**src/logic/harness_macros.svh**
```systemverilog
`ifndef HARNESS_MACROS_SVH
`define HARNESS_MACROS_SVH

// Memory columns reachable from the host
`define HARNESS_NUM_MEM 4

// Word address inside one endpoint memory
`define HARNESS_ADDR_W 8

// Data word width on both request and response paths
`define HARNESS_DATA_W 32

// Destination column field of a host request
`define HARNESS_COL_W 2

// Request FIFO entries per endpoint
`define HARNESS_FIFO_DEPTH 4

// Serial tag frame fields
`define HARNESS_TAG_CLIENT_W 2
`define HARNESS_TAG_PAYLOAD_W 8

`endif

```
**src/logic/tag_master.sv**
```systemverilog
`timescale 1ns/1ps
`include "harness_macros.svh"

module tag_master (
  input  logic                        blackparrot_clk,
  input  logic                        arst_n_i,
  input  logic                        tag_data_i,
  output logic [`HARNESS_NUM_MEM-1:0] en_mask_o,
  output logic                        run_o
);

  localparam int CLIENT_W  = `HARNESS_TAG_CLIENT_W;
  localparam int PAYLOAD_W = `HARNESS_TAG_PAYLOAD_W;
  localparam int FRAME_W   = CLIENT_W + PAYLOAD_W;
  localparam int CNT_W     = $clog2(FRAME_W);

  localparam logic [CLIENT_W-1:0] CLIENT_MASK = CLIENT_W'(0);
  localparam logic [CLIENT_W-1:0] CLIENT_RUN  = CLIENT_W'(1);

  logic                        busy_q;
  logic [CNT_W-1:0]            bit_cnt_q;
  logic [FRAME_W-2:0]          shift_q;
  logic [FRAME_W-1:0]          frame;
  logic                        last_bit;
  logic [CLIENT_W-1:0]         client_id;
  logic [PAYLOAD_W-1:0]        payload;
  logic [`HARNESS_NUM_MEM-1:0] en_mask_q;
  logic                        run_q;

  // Frame is LSB first, so the current bit completes the top end
  assign frame     = {tag_data_i, shift_q};
  assign client_id = frame[CLIENT_W-1:0];
  assign payload   = frame[FRAME_W-1:CLIENT_W];
  assign last_bit  = busy_q && (bit_cnt_q == CNT_W'(FRAME_W - 1));

  always_ff @(posedge blackparrot_clk)
  begin
    if (busy_q)
      shift_q <= {tag_data_i, shift_q[FRAME_W-2:1]};
  end

  ////////////////////////////////////////////////////////////////////////////
  // Frame sequencing and client registers

  always_ff @(posedge blackparrot_clk or negedge arst_n_i)
  begin
    if (!arst_n_i)
    begin
      busy_q    <= 1'b0;
      bit_cnt_q <= '0;
      en_mask_q <= '0;
      run_q     <= 1'b0;
    end
    else
    begin
      if (!busy_q)
      begin
        // Idle line is 0 and a 1 is the start bit
        if (tag_data_i)
        begin
          busy_q    <= 1'b1;
          bit_cnt_q <= '0;
        end
      end
      else if (last_bit)
        busy_q <= 1'b0;
      else
        bit_cnt_q <= bit_cnt_q + CNT_W'(1);

      if (last_bit)
      begin
        case (client_id)
          CLIENT_MASK: en_mask_q <= payload[`HARNESS_NUM_MEM-1:0];
          CLIENT_RUN:  if (|payload) run_q <= 1'b1;
          default:     ;
        endcase
      end
    end
  end

  assign en_mask_o = en_mask_q;
  assign run_o     = run_q;

  // One bit time per client and payload bit after the start bit
  a_frame_len: assert property (@(posedge blackparrot_clk) disable iff (!arst_n_i)
    $rose(busy_q) |-> ##(FRAME_W - 1) last_bit)
    else $error("tag frame length is wrong");

endmodule

```
**config.mk**
```make
export PLATFORM = sky130hd
export DESIGN_NAME = tag_master
export DESIGN_NICKNAME = d
export VERILOG_FILES = /design/src/logic/tag_master.sv
export VERILOG_INCLUDE_DIRS = /design/src /design/src/logic
export SDC_FILE = /design/constraint.sdc
export NUM_CORES = 1
export LEC_CHECK = 0
export BUFFER_PORTS_ARGS = -buffer_cell sky130_fd_sc_hd__buf_2
export CAP_MARGIN = 10
export CORE_UTILIZATION = 54
export CTS_CLUSTER_SIZE = 24
export DETAILED_ROUTE_END_ITERATION = 16
export GPL_TIMING_DRIVEN = 0
export HOLD_SLACK_MARGIN = 0.02
export PLACE_DENSITY = 0.76
export SLEW_MARGIN = 20
export SYNTH_ARGS = -nofsm -noshare
export SYNTH_HDL_FRONTEND = slang
export SYNTH_SLANG_ARGS = --single-unit
```
**constraint.sdc**
```tcl
create_clock -name blackparrot_clk -period 1.5 [get_ports blackparrot_clk]
set_input_delay 0.225 -clock blackparrot_clk [delete_from_list [all_inputs] [get_ports blackparrot_clk]]
set_output_delay 0.225 -clock blackparrot_clk [all_outputs]
set_load 0.02 [all_outputs]
```
# [Word-level counts from Yosys, hierarchy flattened]
# Index checks and enable logic that the tools add are counted.
[classes] muxes=6 multipliers=0 div=0 n_addsub=1 reduce_logical=7 eq_ne=3 magnitude_cmp=0 n_shift=0 bitwise=0
[ops] op="4-bit 2-to-1 mux" n=3
[ops] op="8-bit OR reduction" n=1
[ops] op="4-bit by 1-bit adder with 4-bit output (second input constant)" n=1
[ops] op="4-bit equality test (second input constant)" n=1
[ops] op="2-bit AND reduction" n=2
[ops] op="1-bit 2-to-1 mux" n=3
[ops] op="3-bit AND reduction" n=1
[ops] op="2-bit by 1-bit equality test with 1-bit output (second input constant)" n=1
[ops] op="2-bit logical NOT" n=1
[ops] op="2-bit inequality test (second input constant)" n=1
[ops] op="2-bit nonzero test" n=1
[ops] op="1-bit logical AND" n=1
[word_totals] mem_count=0 rom_bits=0 output_inout_bits=5 wordCells=22 latchBits=0 ff_bits=19 mem_bits_rw=0

# [Depth between registers and ports, before layout]
[depth] ltp_word=4 ltp_mapped=5 depth_no_buf=5

# [Least setup slack after synthesis]
# Ideal clock, no wire load.
[synth_timing] path_type="register -> register" startpoint="register bit_cnt_q[1]" endpoint="register en_mask_q[2] (netlist: en_mask_o[2])" slack_ps=142 arrival_time_ps=1233 t_required_ps=1375 synth_period_minus_slack_ps=1358 path_stages_with_launch=6 setup_time_ps=125 path_cell_list="dfrtp_1 -> inv_1 -> ha_1 -> nor2b_4 -> nand4_4 -> mux2_4"
[synth_via] elab_chain_cells=3
[synth_lines] element="from (decl)" line_no="tag_master.sv:21" source="logic [CNT_W-1:0] bit_cnt_q;"
[synth_lines] element="from (signal assigned)" line_no="tag_master.sv:68" source="bit_cnt_q <= bit_cnt_q + CNT_W'(1);"
[synth_lines] element="4-bit equality test" line_no="tag_master.sv:34" source="assign last_bit = busy_q && (bit_cnt_q == CNT_W'(FRAME_W - 1));"
[synth_lines] element="1-bit logical AND" line_no="tag_master.sv:34"
[synth_lines] element="2-bit AND reduction (no source line)"
[synth_lines] element="to (signal assigned)" line_no="tag_master.sv:73" source="CLIENT_MASK: en_mask_q <= payload[`HARNESS_NUM_MEM-1:0];"
[synth_lines] element="to (decl)" line_no="tag_master.sv:27" source="logic [`HARNESS_NUM_MEM-1:0] en_mask_q;"
# No other way between the ends.
# A chain may end at the register's enable or synchronous reset.

# [Worst setup path in the final report]
[layout_timing] startpoint="register bit_cnt_q[1]" endpoint="register en_mask_q[1] (netlist: en_mask_o[1])"
# The elaborated chain is that of the path after synthesis.

==> results.yml <==
power:
  p_per_area_nw_per_um2: 2180
  irDropWorstVdd_v: 0.000962
  leakage_uw: 0.000399
clocking:
  cts.path.max_buffers: 2
  cts_tree: "yes"
  cts_sinks: 19
  clk_latency_ns: 0.30
  cts_max_level: 1
  cts-root-buf: "clkbuf_4"
  path_clk_slew_ns: 0.11
  numCtsBuffers: 3
floorplan:
  start_util_pct: 60.0
  ios: 8
  row_count: 13
  die_h_um: 40.5
  die-area_um2: 1640
  die_w_um: 40.5
  core_um2: 1330
yosys:
  synth_nets: 55
  synth_area_per_cell_um2: 16.0
  synth_area_um2: 801
  ys_seq_area_share_pct: 65.0
  yosysWarnings: 0
  synthCells: 50
  ys_types: 24
  synth_seq_cells: 19
cells_and_area:
  final_nets: 69
  fin_area_um2: 915
  drive_gt1_share_pct: 41.3
  syn_to_final_growth_pct: 14.2
  diodes: 0
  final_cells: 78
worst_setup_path:
  reg2reg_depth: 5
  critPathRequiredTime_ns: 1.68
  start_kind: "flop"
  setup.worst_path.start: "bit_cnt_q[1]$_DFFE_PN0P_"
  crit_arrival_ns: 1.62
  timing.rr.start: "bit_cnt_q[1]$_DFFE_PN0P_"
  crit_path_end_kind: "flop"
  critPathMaxFanout: 4
  path_class: "reg2reg"
sta:
  worst_pin_slew_ns: 0.273
  slew_headroom_pct: 81.6
  fin_ws_ns: 0.0625
  finalMaxSlewViolations: 0
  setup_tns_ns: 0
  fin_skew_ns: 0.0115
  hold_viol: 0
  finalCritPeriodShare_pct: 95.8
  clock.fmax_ghz: 0.696
  period_needed_ns: 1.44
  rsz0062_at_grt: "no"
  setup_violations: 0
placement:
  dp.cells: 72
  place.port_buffers: 7
  placedInstanceArea_um2: 855
  preCtsSetupSlack_ns: 0.0299
  gp_congestion: 0.789
global_route:
  grt_max_degree: 12
  groute.usage.overall_pct: 19.3
  grt_pass1_vias: 411
  grt_pass1_wl_um: 1840
  antenna_found_initial: 0
  grt.overflow.total: 0
route:
  routed-via-count: 456
  drt_iter0_drc: 35
  wl_per_cell_um: 15.6
  wl_um: 1210
  drt-pass1-iter-count: 4
  via_per_inst: 5.85
  drc: 0
  ant_nets: 0
worst_hold_path:
  min_path_cells: 1
  hp-start: "tag_data_i"
  min_path_type: "in2reg"
job:
  drv_cap: 0
run_status:
  outcome: "finished, final reports clean"
-- layout make-up --
class / count / area, um2
buffer: 1 / 5.00
clock buffer: 3 / 22.5
clock inverter: 1 / 5.00
fill: 89 / 419
inverter: 1 / 3.75
multi-input combinational: 29 / 284
sequential: 19 / 523
tap: 15 / 18.8
timing repair buffer: 9 / 52.6
-- synth_stat cells --
cell / instances / share of area, %
nand3b_1: 2 / 1.9
o21ai_0: 1 / 0.62
nor2_1: 2 / 0.94
nor3b_1: 2 / 1.9
nand4_4: 1 / 2.7
ha_1: 2 / 3.1
a21bo_2: 1 / 1.3
and4b_2: 1 / 1.4
mux2i_1: 1 / 1.3
edfxtp_1: 9 / 34
nand3_1: 1 / 0.62
buf_2: 1 / 0.62
xor2_1: 1 / 1.1
xnor2_1: 1 / 1.1
a21o_1: 2 / 1.9
inv_1: 1 / 0.47
nor4_1: 2 / 1.6
a31o_2: 1 / 1.1
nand2_1: 1 / 0.47
a31oi_1: 1 / 0.78
mux2_4: 4 / 7.5
a22o_1: 1 / 1.1
nor2b_4: 1 / 1.7
dfrtp_1: 10 / 31
-- state kept, by name, summed over array words and instances, names as in the netlist --
register   count
shift_q        9
bit_cnt_q      4
en_mask_o      4
busy_q         1
run_o          1
-- timing repair --
item / CTS / global route
endpoints found under the hold margin: 10 / 0
hold buffers: 1 / 0
resized for setup: 0 / 5
buffers inserted: 0 / 1
setup endpoints to repair: 0 / 5
-- power by group --
part / total [uW] / internal [uW] / switching [uW]
combinational: 628 / 349 / 279
clock: 253 / 99.2 / 154
sequential: 1110 / 856 / 258
total: 2000 / 1300 / 691
-- per-stage QoR --
stage	utilization (%)	hold slack (ns)	power, uW
after floorplan	-	-0.0706	1510
after global placement	64.1	0.0933	1670
after detailed placement	64.1	0.0985	1690
after CTS	66.9	0.183	1950
after global routing	68.6	0.184	2130
final	68.6	0.193	2000
-- cell families after synthesis --
logic type               Yosys count  synth area share [%]
adder cells (fa/ha/maj)            2                  3.12
flip-flops                        19                  65.0
AO/OA/AOI/OAI                      7                  6.72
multiplexers                       5                  8.75
AND/OR/NAND/NOR                   13                  13.1
XOR/XNOR                           2                  2.19
buffers and inverters              2                  1.09
-- layer usage --
metal / vias up / routed length (um) / track usage, %
met5: - / 0 / 0
met4: 0 / 13 / 12.5
met3: 2 / 75 / 6.67
met2: 20 / 535 / 28.2
met1: 219 / 589 / 24.2
li1: 215 / - / -
-- critical path, cell delays in order, from the launching register on --
cell	delay, ns
dfrtp_1	0.44
inv_2	0.09
ha_4	0.13
nor2b_4	0.18
nand4_4	0.16
mux2_4	0.33
-- placed cells by master (no fill, tap or decap), types with 2 or more instances in the layout --
cell and count:
nand3b_1 2, edfxtp_1 9, a21o_1 2, nor2_1 2
nor3b_1 2, dfrtp_2 2, nor4_1 2, mux2_4 4
buf_2 8, dfrtp_1 8, clkbuf_4 3
-- worst paths after layout --
kind                                                  to  slack [ns]
worst max-delay path            en_mask_o[1]$_DFFE_PN0P_        0.06
worst min-delay path                shift_q[8]$_DFFE_PP_        0.19
worst max register to register  en_mask_o[1]$_DFFE_PN0P_        0.06
worst min register to register      shift_q[6]$_DFFE_PP_        0.47
max in group asynchronous       bit_cnt_q[0]$_DFFE_PN0P_        0.99
min in group asynchronous       en_mask_o[2]$_DFFE_PN0P_        0.30
Power figures use the tool's default switching activity.
